===== src/hdl/aluOpPkg.sv =====
`default_nettype none

package aluOpPkg;

  localparam int dataWidth     = 32;
  localparam int shiftAmtWidth = 5;

  // bit positions inside an NZCV nibble
  localparam int flagN = 3;
  localparam int flagZ = 2;
  localparam int flagC = 1;
  localparam int flagV = 0;

  typedef enum logic [4:0] {
    opAdd   = 5'b00000,
    opSub   = 5'b00001,
    opAnd   = 5'b00010,
    opOr    = 5'b00011,
    opXor   = 5'b00100,
    opSlt   = 5'b00101, // riscv only
    opPassB = 5'b00110,
    opSltu  = 5'b00111, // riscv only
    opSll   = 5'b01000, // riscv only
    opSrl   = 5'b01001, // riscv only
    opSra   = 5'b01010, // riscv only
    opMulLo = 5'b01100,
    opMulHi = 5'b01101,
    opBic   = 5'b10000, // arm only
    opAdc   = 5'b10010, // arm only
    opSbc   = 5'b10011, // arm only
    opRsb   = 5'b10100, // arm only
    opRsc   = 5'b10110, // arm only
    opMvn   = 5'b10111, // arm only
    opPassA = 5'b11111  // arm only
  } aluOp_t;

  typedef enum logic [1:0] {
    shLsl = 2'b00,
    shLsr = 2'b01,
    shAsr = 2'b10,
    shRor = 2'b11
  } shiftKind_t;

  typedef struct packed {
    logic                     isArm;
    aluOp_t                   op;
    logic [dataWidth-1:0]     op1;
    logic [dataWidth-1:0]     op2;
    shiftKind_t               shiftKind;
    logic                     shiftImm; // arm: 1 = shiftAmt, 0 = op1[4:0]
    logic [shiftAmtWidth-1:0] shiftAmt;
    logic [3:0]               flagsIn;  // nzcv
  } aluReq_t;

  typedef struct packed {
    logic [dataWidth-1:0] value;
    logic [3:0]           flags; // nzcv
  } aluResult_t;

endpackage

`default_nettype wire


===== src/hdl/aluPipePkg.sv =====
`default_nettype none

package aluPipePkg;

  import aluOpPkg::*;

  // register stages between request capture and result
  localparam int pipeDepth = 3;

  // payload leaving the operand stage
  typedef struct packed {
    logic                 isArm;
    aluOp_t               op;
    logic [dataWidth-1:0] op1;
    logic [dataWidth-1:0] opB;      // second operand after arm shift
    logic [dataWidth-1:0] shiftOut; // raw shifter output
    logic [3:0]           flagsIn;
  } shiftedOp_t;

  // payload leaving the compute stage
  typedef struct packed {
    logic [dataWidth-1:0] value;
    logic                 addCarry;
    logic                 addOverflow;
    logic                 usesAdder; // c and v come from the adder
    logic [3:0]           flagsIn;
  } computed_t;

endpackage

`default_nettype wire


===== src/hdl/stageReg.sv =====
`timescale 1ns/10ps
`default_nettype none

module stageReg #(
  parameter type payload_t = logic [31:0]
) (
  input  logic     clk,
  input  logic     reset,
  input  logic     inValid,
  input  payload_t inData,
  output logic     hold,
  output logic     outValid,
  output payload_t outData,
  input  logic     downHold
);

  logic load;

  assign hold = outValid & downHold; // full and stuck
  assign load = ~hold;               // empty, or full and draining

  always_ff @(posedge clk) begin
    if (reset) begin
      outValid <= 1'b0;
    end else if (load) begin
      outValid <= inValid;
    end
  end

  always_ff @(posedge clk) begin
    if (load && inValid) begin
      outData <= inData;
    end
  end

  holdStable: assert property (@(posedge clk) disable iff (reset)
    outValid && downHold |=> $stable(outData))
    else $error("stageReg: payload changed while held downstream");

endmodule

`default_nettype wire


===== src/hdl/barrelShifter.sv =====
`timescale 1ns/10ps
`default_nettype none

module barrelShifter
  import aluOpPkg::*;
(
  input  logic [dataWidth-1:0]     a,
  input  logic [shiftAmtWidth-1:0] amount,
  input  shiftKind_t               kind,
  output logic [dataWidth-1:0]     q
);

  // index shiftAmtWidth is the input, index 0 the fully shifted word
  logic [dataWidth-1:0] lslStage [shiftAmtWidth+1];
  logic [dataWidth-1:0] rshStage [shiftAmtWidth+1];
  logic [dataWidth-1:0] rorStage [shiftAmtWidth+1];
  logic                 fill;

  assign fill = (kind == shAsr) & a[dataWidth-1]; // sign fill for asr only

  assign lslStage[shiftAmtWidth] = a;
  assign rshStage[shiftAmtWidth] = a;
  assign rorStage[shiftAmtWidth] = a;

  // level i moves by 2**i, largest step first
  for (genvar i = shiftAmtWidth - 1; i >= 0; i--) begin : gLevel
    assign lslStage[i] = amount[i] ?
      {lslStage[i+1][dataWidth-1-(1<<i):0], {(1 << i){1'b0}}} : lslStage[i+1];
    assign rshStage[i] = amount[i] ?
      {{(1 << i){fill}}, rshStage[i+1][dataWidth-1:(1<<i)]} : rshStage[i+1];
    assign rorStage[i] = amount[i] ?
      {rorStage[i+1][(1<<i)-1:0], rorStage[i+1][dataWidth-1:(1<<i)]} : rorStage[i+1];
  end

  always_comb begin
    case (kind)
      shLsl:   q = lslStage[0];
      shLsr:   q = rshStage[0];
      shAsr:   q = rshStage[0]; // fill already applied
      default: q = rorStage[0];
    endcase
  end

endmodule

`default_nettype wire


===== src/hdl/addSub.sv =====
`timescale 1ns/10ps
`default_nettype none

module addSub
  import aluOpPkg::*;
(
  input  logic [dataWidth-1:0] a,
  input  logic [dataWidth-1:0] b,
  input  logic                 invA,
  input  logic                 invB,
  input  logic                 useCarry,
  input  logic                 carryIn,
  output logic [dataWidth-1:0] sum,
  output logic                 carryOut,
  output logic                 overflow
);

  logic [dataWidth-1:0] effA;
  logic [dataWidth-1:0] effB;
  logic                 cin;

  assign effA = invA ? ~a : a;
  assign effB = invB ? ~b : b;

  // plain subtract needs the +1 of two's complement
  assign cin = useCarry ? carryIn : (invA ^ invB);

  assign {carryOut, sum} = {1'b0, effA} + {1'b0, effB} + {{dataWidth{1'b0}}, cin};

  // same-sign operands giving an opposite-sign sum
  assign overflow = (effA[dataWidth-1] == effB[dataWidth-1]) &
                    (sum[dataWidth-1] != effA[dataWidth-1]);

endmodule

`default_nettype wire


===== src/hdl/multiplier.sv =====
`timescale 1ns/10ps
`default_nettype none

module multiplier
  import aluOpPkg::*;
(
  input  logic [dataWidth-1:0]   a,
  input  logic [dataWidth-1:0]   b,
  output logic [2*dataWidth-1:0] product
);

  logic [2*dataWidth-1:0] wideA;
  logic [2*dataWidth-1:0] wideB;

  // zero extend so the product is unsigned at full width
  assign wideA = {{dataWidth{1'b0}}, a};
  assign wideB = {{dataWidth{1'b0}}, b};

  assign product = wideA * wideB;

endmodule

`default_nettype wire


===== src/hdl/operandStage.sv =====
`timescale 1ns/10ps
`default_nettype none

module operandStage
  import aluOpPkg::*, aluPipePkg::*;
(
  input  logic       clk,
  input  logic       reset,
  input  logic       reqValid,
  input  aluReq_t    reqData,
  output logic       reqAck,
  output logic       outValid,
  output shiftedOp_t outData,
  input  logic       downHold
);

  logic [dataWidth-1:0]     shiftIn;
  logic [dataWidth-1:0]     shiftOut;
  logic [shiftAmtWidth-1:0] shiftAmount;
  shiftKind_t               shiftKindSel;
  shiftedOp_t               stageIn;
  logic                     stageHold;
  logic                     capture;

  always_comb begin
    if (reqData.isArm) begin
      shiftIn      = reqData.op2;
      shiftAmount  = reqData.shiftImm ? reqData.shiftAmt : reqData.op1[shiftAmtWidth-1:0];
      shiftKindSel = reqData.shiftKind;
    end else begin
      shiftIn     = reqData.op1;
      shiftAmount = reqData.op2[shiftAmtWidth-1:0];
      case (reqData.op) // riscv shift kind lives in the opcode
        opSrl:   shiftKindSel = shLsr;
        opSra:   shiftKindSel = shAsr;
        default: shiftKindSel = shLsl;
      endcase
    end
  end

  barrelShifter shifter (
    .a      (shiftIn),
    .amount (shiftAmount),
    .kind   (shiftKindSel),
    .q      (shiftOut)
  );

  always_comb begin
    stageIn.isArm    = reqData.isArm;
    stageIn.op       = reqData.op;
    stageIn.op1      = reqData.op1;
    stageIn.opB      = reqData.isArm ? shiftOut : reqData.op2; // arm shifts operand 2
    stageIn.shiftOut = shiftOut;
    stageIn.flagsIn  = reqData.flagsIn;
  end

  // new item only in the open phase and with room downstream
  assign capture = reqValid & ~reqAck & ~stageHold;

  always_ff @(posedge clk) begin
    if (reset) begin
      reqAck <= 1'b0;
    end else if (capture) begin
      reqAck <= 1'b1;
    end else if (!reqValid) begin
      reqAck <= 1'b0; // return to zero
    end
  end

  stageReg #(.payload_t(shiftedOp_t)) stage2Reg (
    .clk      (clk),
    .reset    (reset),
    .inValid  (capture),
    .inData   (stageIn),
    .hold     (stageHold),
    .outValid (outValid),
    .outData  (outData),
    .downHold (downHold)
  );

  listedOp: assert property (@(posedge clk) disable iff (reset)
    capture |-> reqData.op inside {opAdd, opSub, opAnd, opOr, opXor, opSlt, opPassB,
                                   opSltu, opSll, opSrl, opSra, opMulLo, opMulHi, opBic,
                                   opAdc, opSbc, opRsb, opRsc, opMvn, opPassA})
    else $warning("operandStage: unlisted op %0h captured", reqData.op);

endmodule

`default_nettype wire


===== src/hdl/computeStage.sv =====
`timescale 1ns/10ps
`default_nettype none

module computeStage
  import aluOpPkg::*, aluPipePkg::*;
(
  input  logic       clk,
  input  logic       reset,
  input  logic       inValid,
  input  shiftedOp_t inData,
  output logic       hold,
  output logic       outValid,
  output computed_t  outData,
  input  logic       downHold
);

  logic                   invA;
  logic                   invB;
  logic                   useCarry;
  logic                   usesAdder;
  logic [dataWidth-1:0]   sum;
  logic                   carryOut;
  logic                   overflow;
  logic [2*dataWidth-1:0] product;
  logic                   ltSigned;
  logic                   ltUnsigned;
  logic [dataWidth-1:0]   value;
  computed_t              stageIn;

  // adder control per operation
  always_comb begin
    invA      = 1'b0;
    invB      = 1'b0;
    useCarry  = 1'b0;
    usesAdder = 1'b1;
    case (inData.op)
      opAdd: usesAdder = 1'b1;
      opSub, opSlt, opSltu: invB = 1'b1;
      opRsb: invA = 1'b1;
      opAdc: useCarry = 1'b1;
      opSbc: begin
        invB     = 1'b1;
        useCarry = 1'b1;
      end
      opRsc: begin
        invA     = 1'b1;
        useCarry = 1'b1;
      end
      default: usesAdder = 1'b0;
    endcase
  end

  addSub adder (
    .a        (inData.op1),
    .b        (inData.opB),
    .invA     (invA),
    .invB     (invB),
    .useCarry (useCarry),
    .carryIn  (inData.flagsIn[flagC]),
    .sum      (sum),
    .carryOut (carryOut),
    .overflow (overflow)
  );

  multiplier mul (
    .a       (inData.op1),
    .b       (inData.opB),
    .product (product)
  );

  assign ltSigned   = sum[dataWidth-1] ^ overflow;
  assign ltUnsigned = ~carryOut; // borrow out of op1 - opB

  always_comb begin
    case (inData.op)
      opAdd, opSub, opRsb, opAdc, opSbc, opRsc: value = sum;
      opAnd:   value = inData.op1 & inData.opB;
      opOr:    value = inData.op1 | inData.opB;
      opXor:   value = inData.op1 ^ inData.opB;
      opPassB: value = inData.opB;
      opMvn:   value = ~inData.opB;
      opPassA: value = inData.op1;
      opBic:   value = inData.op1 & ~inData.opB;
      opMulLo: value = product[dataWidth-1:0];
      opMulHi: value = product[2*dataWidth-1:dataWidth];
      opSll, opSrl, opSra: value = inData.shiftOut;
      opSlt:   value = {{(dataWidth-1){1'b0}}, ltSigned};
      opSltu:  value = {{(dataWidth-1){1'b0}}, ltUnsigned};
      default: value = '0; // unlisted code
    endcase
  end

  always_comb begin
    stageIn.value       = value;
    stageIn.addCarry    = carryOut;
    stageIn.addOverflow = overflow;
    stageIn.usesAdder   = usesAdder;
    stageIn.flagsIn     = inData.flagsIn;
  end

  stageReg #(.payload_t(computed_t)) stage3Reg (
    .clk      (clk),
    .reset    (reset),
    .inValid  (inValid),
    .inData   (stageIn),
    .hold     (hold),
    .outValid (outValid),
    .outData  (outData),
    .downHold (downHold)
  );

endmodule

`default_nettype wire


===== src/hdl/resultStage.sv =====
`timescale 1ns/10ps
`default_nettype none

module resultStage
  import aluOpPkg::*, aluPipePkg::*;
(
  input  logic       clk,
  input  logic       reset,
  input  logic       inValid,
  input  computed_t  inData,
  output logic       hold,
  output logic       resReq,
  output aluResult_t resData,
  input  logic       resAck
);

  aluResult_t formed;
  logic       take;

  always_comb begin
    formed.value        = inData.value;
    formed.flags[flagN] = inData.value[dataWidth-1];
    formed.flags[flagZ] = (inData.value == '0);
    // c and v pass through unless the adder produced them
    formed.flags[flagC] = inData.usesAdder ? inData.addCarry : inData.flagsIn[flagC];
    formed.flags[flagV] = inData.usesAdder ? inData.addOverflow : inData.flagsIn[flagV];
  end

  // output cycle open until the consumer has dropped resAck again
  assign hold = resReq | resAck;
  assign take = inValid & ~hold;

  always_ff @(posedge clk) begin
    if (reset) begin
      resReq <= 1'b0;
    end else if (take) begin
      resReq <= 1'b1;
    end else if (resReq && resAck) begin
      resReq <= 1'b0; // consumer has it
    end
  end

  always_ff @(posedge clk) begin
    if (take) begin
      resData <= formed;
    end
  end

  resStable: assert property (@(posedge clk) disable iff (reset)
    resReq |=> $stable(resData))
    else $error("resultStage: resData changed during an open request");

endmodule

`default_nettype wire


===== src/hdl/aluPipeTop.sv =====
`timescale 1ns/10ps
`default_nettype none

module aluPipeTop
  import aluOpPkg::*, aluPipePkg::*;
(
  input  logic       clk,
  input  logic       reset,
  input  logic       reqValid,
  input  aluReq_t    reqData,
  output logic       reqAck,
  output logic       resReq,
  output aluResult_t resData,
  input  logic       resAck
);

  logic       s2Valid;
  shiftedOp_t s2Data;
  logic       s2Hold; // compute stage full and stuck
  logic       s3Valid;
  computed_t  s3Data;
  logic       s3Hold; // output handshake open

  operandStage operand (
    .clk      (clk),
    .reset    (reset),
    .reqValid (reqValid),
    .reqData  (reqData),
    .reqAck   (reqAck),
    .outValid (s2Valid),
    .outData  (s2Data),
    .downHold (s2Hold)
  );

  computeStage compute (
    .clk      (clk),
    .reset    (reset),
    .inValid  (s2Valid),
    .inData   (s2Data),
    .hold     (s2Hold),
    .outValid (s3Valid),
    .outData  (s3Data),
    .downHold (s3Hold)
  );

  resultStage result (
    .clk     (clk),
    .reset   (reset),
    .inValid (s3Valid),
    .inData  (s3Data),
    .hold    (s3Hold),
    .resReq  (resReq),
    .resData (resData),
    .resAck  (resAck)
  );

endmodule

`default_nettype wire


===== config.mk =====
export PLATFORM = sky130hd
export DESIGN_NAME = aluPipeTop
export DESIGN_NICKNAME = d
export VERILOG_FILES = /design/src/hdl/aluOpPkg.sv /design/src/hdl/aluPipePkg.sv /design/src/hdl/stageReg.sv /design/src/hdl/barrelShifter.sv /design/src/hdl/addSub.sv /design/src/hdl/multiplier.sv /design/src/hdl/operandStage.sv /design/src/hdl/computeStage.sv /design/src/hdl/resultStage.sv /design/src/hdl/aluPipeTop.sv
export SDC_FILE = /design/constraint.sdc
export NUM_CORES = 2
export LEC_CHECK = 0
export BUFFER_PORTS_ARGS = -buffer_cell sky130_fd_sc_hd__clkbuf_2
export CORE_MARGIN = 1.5
export CORE_UTILIZATION = 35
export CTS_BUF_LIST = sky130_fd_sc_hd__clkbuf_8
export DETAILED_ROUTE_END_ITERATION = 10
export HOLD_SLACK_MARGIN = 0.06
export PLACE_DENSITY = 0.6
export SYNTH_ARGS = -nofsm -noshare
export SYNTH_HDL_FRONTEND = slang
export SYNTH_SLANG_ARGS = --single-unit
export TNS_END_PERCENT = 100

===== constraint.sdc =====
create_clock -name clk -period 9.7 [get_ports clk]
set_input_delay 2.425 -clock clk [delete_from_list [all_inputs] [get_ports clk]]
set_output_delay 2.425 -clock clk [all_outputs]
set_load 0.03 [all_outputs]

# ---- Word-level counts from Yosys, hierarchy flattened
# Cells that the tools add are included.
dict set report op_classes {
  reduce_logical 14
  n_mux 36
  bitwise 21
  eq_ne 26
  mul 1
  add_sub_neg 2
}
# op n
set ops {}
lappend ops {{two-way mux 32 bit} 19}
lappend ops {{case mux 32 bit (13 select lines)} 1}
lappend ops {{bitwise AND 32 bit} 2}
lappend ops {{multiplier 32 x 32 -> 64 bit} 1}
lappend ops {{inverter 32 bit} 2}
lappend ops {{case mux 32 bit (2 select lines)} 1}
lappend ops {{equality test 5 x 4 -> 1 bit, second input constant} 7}
lappend ops {{equality test 5 bit, second input constant} 7}
lappend ops {{adder 32 x 32 -> 33 bit} 1}
lappend ops {{adder 33 x 1 -> 33 bit} 1}
lappend ops {{zero test 32 bit} 1}
lappend ops {{OR 32 bit} 1}
lappend ops {{XOR 32 bit} 1}
lappend ops {{equality test 5 x 3 -> 1 bit, second input constant} 4}
lappend ops {{two-way mux 1 bit} 11}
lappend ops {{equality test 5 x 2 -> 1 bit, second input constant} 2}
lappend ops {{two-way mux 5 bit} 2}
lappend ops {{OR reduction 8 bit} 1}
lappend ops {{bitwise AND 1 bit} 7}
lappend ops {{OR reduction 3 bit} 2}
lappend ops {{OR reduction 6 bit} 1}
lappend ops {{equality test 5 x 1 -> 1 bit, second input constant} 1}
lappend ops {{zero test 5 bit} 1}
lappend ops {{inverter 1 bit} 5}
lappend ops {{other kinds (14)} 18}
dict set report totals {
  output_inout_bits 38
  reg_bits 180
  input_bits 86
  wordCells 116
}

# ---- Longest topological paths before layout
dict set report logic_depth {
  depth_word 12
  ltp_mapped 29
  depth_no_buf 26
}

# ---- Cells and area by module
# From an unflattened synthesis, not the netlist that was laid out.
dict set report hier_totals {
  hier_cells 5744
  area_unflattened_um2 52621.7
}
# mod n_inst seq_area_each_um2 cells_each area_per_inst_um2
set modules_own_cells {}
lappend modules_own_cells {multiplier 1 0.0 3699 33399.5}
lappend modules_own_cells {barrelShifter 1 0.0 871 6675.2}
lappend modules_own_cells {{stageReg at operand.stage2Reg} 1 3203.1 111 3229.3}
lappend modules_own_cells {computeStage 1 0.0 503 3186.8}
lappend modules_own_cells {addSub 1 0.0 363 2668.8}
lappend modules_own_cells {{stageReg at compute.stage3Reg} 1 1191.1 44 1217.4}
lappend modules_own_cells {resultStage 1 1071.0 55 1196.1}
lappend modules_own_cells {operandStage 1 20.0 98 1048.5}

# ---- Worst setup path before layout
# Ideal clock, no wire load.
dict set report synth_path {
  path_type {input port to flip-flop}
  startpoint {input port resAck}
  endpoint {register, netlist name operand.stage2Reg.outData[0]}
  n_path_buf 0
  arrival_ps 7629
  slack_ps 1471
  path_stages 2
  setup_time_ps 600
  required_time_ps 9100
  cell_sequence {o21a_1 > a21oi_1}
}
dict set report synth_via {
  elab_chain_len 6
}
# item line
set synth_rtl {}
lappend synth_rtl {{start: declaration} aluPipeTop.sv:14} ;# input logic resAck
lappend synth_rtl {{OR 1 bit} resultStage.sv:30} ;# assign hold = resReq | resAck;
lappend synth_rtl {{bitwise AND 1 bit (2 in a row)} stageReg.sv:19} ;# assign hold = outValid & downHold;
lappend synth_rtl {{inverter 1 bit} operandStage.sv:58} ;# assign capture = reqValid & ~reqAck & ~stageHold;
lappend synth_rtl {{bitwise AND 1 bit} operandStage.sv:58}
lappend synth_rtl {{via operand.capture} operandStage.sv:23} ;# logic capture;
lappend synth_rtl {{logical AND 1 bit} stageReg.sv:31} ;# if (load && inValid) begin
# The timed path passes the listed nets, and every way through them passes these cells.
# A chain may end at the register's enable or synchronous reset.

==> impl_metrics.toml <==
[synth]
syn_inst = 5807
yosysUniqueCellTypes = 96
synth-adder-area-share_pct = 45.0
synthSimpleGateAreaFrac_pct = 14.2
synth_area_um2 = 50000
synth_fp_nets = 7152
syn_avg_cell_area_um2 = 8.61
ys_ff_latch = 179
synth_top_area_share_pct = 36.0
synthTopCellsByArea = "fa_1 (36%), edfxtp_1 (11%), ha_1 (9.0%)"
synth_edf_count = 175
synth_warnings = 0
synth_area_leader_cell = "fa_1"
synth_ff_type = "edfxtp_1"
muxShareOfSynthArea_pct = 3.59
yosysMostFrequentCell = "inv_1"
ys_seq_area_share_pct = 10.7
synthArstFlopShare_pct = 0
synth-compound-area-share_pct = 13.6
synth_top_family_by_area = "adder cells"
synthTopCellsByCount = "inv_1 (945), fa_1 (898), nor2_1 (759), nand2_1 (679), ha_1 (361)"
synth_xor_area_share_pct = 2.47

[global_route]
grt_use_total_pct = 30.9
grt_pass1_wl_um = 324000
grt_antenna_before_repair = 20
grt_max_degree = 125
first_global_vias = 45833
grt_overflow_total = 0

[sta]
relSlewSlack_pct = 13.6
worst_pin_slew_ns = 1.28
fin_hold_ws_ns = 0.434
finalSetupViolations = 0
layout_min_cycle_time_ns = 8.91
fin_setup_tns_ns = 0
rsz0062_at_grt = "no"
max_freq_mhz = 112
finalClockSkew_ns = 0.0442
hold_violations = 0
finalCritPeriodShare_pct = 91.8
maxSlewViolCount = 0

[worst_setup_path]
critPathMaxFanout = 20
path_buf_inv = 5
cp.arrival_ns = 9.29
critPathKind = "reg2reg"
cpMostUsedCell = "fa_1"
end_kind = "flop"
r2r-start = "operand.stage2Reg.outData[82]"
startpoint = "operand.stage2Reg.outData[82]"
crit_family = "adder cells"
r2r_cells = 24
cp-endpoint = "compute.stage3Reg.outData[29]"
cpPeakStageDelay_ns = 0.85
worst-path-stages = 24
r2r_slack_ns = 0.79
crit_required_ns = 10.09
crit_path_start_kind = "flop"
crit_path_cell_trace = "inv_1, nor2_1, fa_1, inv_1, fa_1, fa_1, fa_1, inv_1, fa_1, inv_1, fa_1, inv_1, fa_1, fa_1, ha_1, a21oi_1, o21ai_0, a221oi_1, nand3_1, a31oi_1, nor2_1, nor2_1, mux2_2, o221ai_1"
r2r_end = "compute.stage3Reg.outData[29]"
crit_slowest_cell = "inv_1"

[route]
wl_per_cell_um = 29.2
drtAntennaViolNets = 0
first_pass_iters = 6
drt-total-wl_um = 225000
drcViolationCount = 0
drtIter0Drc = 4836
num_vias = 44678
viasPerCell = 5.80

[placement]
numPortBuffers = 121
dpl.cell_count = 7659
dp_hpwl_um = 183000
finalWeightedCongestion = 1.02

[job]
max_cap_viol_count = 0

[cts]
cts.sinks = 179
cts_tree = "built"
cts_setup_buffers = 0
clock_tree.buffer_depth = 2
post_cts_resized = 0
htreeDepth = 4
worstSkewPairLatency_ns = 0.61
cts_inserted_buffers = 17
hold_buffers = 0
clk_pin_slew_ns = 0.12
clockRootBuffer = "clkbuf_8"

[final_layout]
fillers = 14507
drive_gt1_share_pct = 8.65
layout.cells.non_filler = 7702
final_core_util_pct = 37.9
final_nets = 7133
area_growth_pct = 7.45

[die]
ioPinCount = 124
fp.coreArea_um2 = 142000
die-area_um2 = 145000
fp.dieW_um = 381
rows = 138
start_util_pct = 35.3
die_y_um = 381

[min_path]
hold_class = "reg2reg"

[run_status]
status = "complete, no violations"
stage by stage:
stage / instance area [µm²] / worst slack (ns)
floorplan: 50000 / 1.47
global placement: 53300 / 1.07
detailed placement: 53300 / 1.01
CTS: 53700 / 0.965
global route: 53700 / 0.579
finish: 53700 / 0.792
kinds of logic after synthesis:
| logic type | Yosys count |
|---|---|
| AND/OR/NAND/NOR | 1717 |
| buffers and inverters | 1352 |
| adder cells (fa/ha/maj) | 1259 |
| AO/OA/AOI/OAI | 999 |
| flip-flops | 179 |
| multiplexers | 160 |
| XOR/XNOR | 141 |
how the worst min path moves through the flow:
| stage | endpoint | from | slack (ns) | depth (start not counted) |
|---|---|---|---|---|
| after global placement | compute.stage3Reg.outData[0] | operand.stage2Reg.outData[0] | 0.40 | 0 |
| after detailed placement | compute.stage3Reg.outData[0] | operand.stage2Reg.outData[0] | 0.41 | 0 |
| after global routing | compute.stage3Reg.outData[0] | operand.stage2Reg.outData[0] | 0.44 | 0 |
| final | compute.stage3Reg.outData[0] | operand.stage2Reg.outData[0] | 0.43 | 0 |
| after CTS | compute.stage3Reg.outData[0] | operand.stage2Reg.outData[0] | 0.44 | 0 |
| after floorplan | compute.stage3Reg.outData[0] | operand.stage2Reg.outData[0] | 0.40 | 0 |
layer usage:
metal | vias to the layer above | global-route usage (%) | part of all wire, % | wire length [µm]
li1 | 18767 | - | - | -
met1 | 22735 | 39.3 | 39 | 86700
met2 | 2585 | 48.0 | 44 | 98800
met3 | 581 | 5.36 | 9.1 | 20400
met4 | 10 | 21.2 | 8.3 | 18700
met5 | - | 0 | 0.025 | 57
placed cells by master (no fill, tap or decap), types with 14 or more instances in the layout:
master    count
o31ai_1      14
o211ai_1     35
a221oi_1     40
o22ai_1      67
and2_1       16
nor3_1       42
nor2_1      755
mux2i_1      91
ha_1        361
clkbuf_8     17
a21o_1       32
a211oi_1     65
a22oi_1      45
o221ai_1     23
nand2_1     679
nand4_1      38
o21ai_0     185
clkbuf_2    120
nand3_1      41
nand2b_1     24
o21a_1       27
nor4_1       18
fa_1        898
buf_4       219
xnor2_1     113
mux2_2       55
xor2_1       28
nor2b_1      26
a21oi_1     213
edfxtp_1    175
a211o_1      22
a31oi_1      40
inv_1       945
clkinv_1     17
flip-flops by register name (all words and copies together) (netlist names):
name                        cells
operand.stage2Reg.outValid      1
compute.stage3Reg.outValid      1
operand.reqAck                  1
operand.stage2Reg.outData     103
result.resReq                   1
result.resData                 35
compute.stage3Reg.outData      37
final cells by class:
type                            instances  area [µm²]  area share, %
Multi-Input combinational cell       4276       39500           73.6
Sequential cell                       179        5340           9.93
Inverter                              967        3630           6.76
Timing Repair Buffer                  347        2400           4.46
Tap cell                             1890        2360           4.40
Clock buffer                           17         234          0.435
Clock inverter                         15         214          0.398
Antenna cell                           11        27.5         0.0512
Power is left out: the tool's default activity adds up to more than one toggle a clock period on the data nets, which glitch-free logic cannot reach.
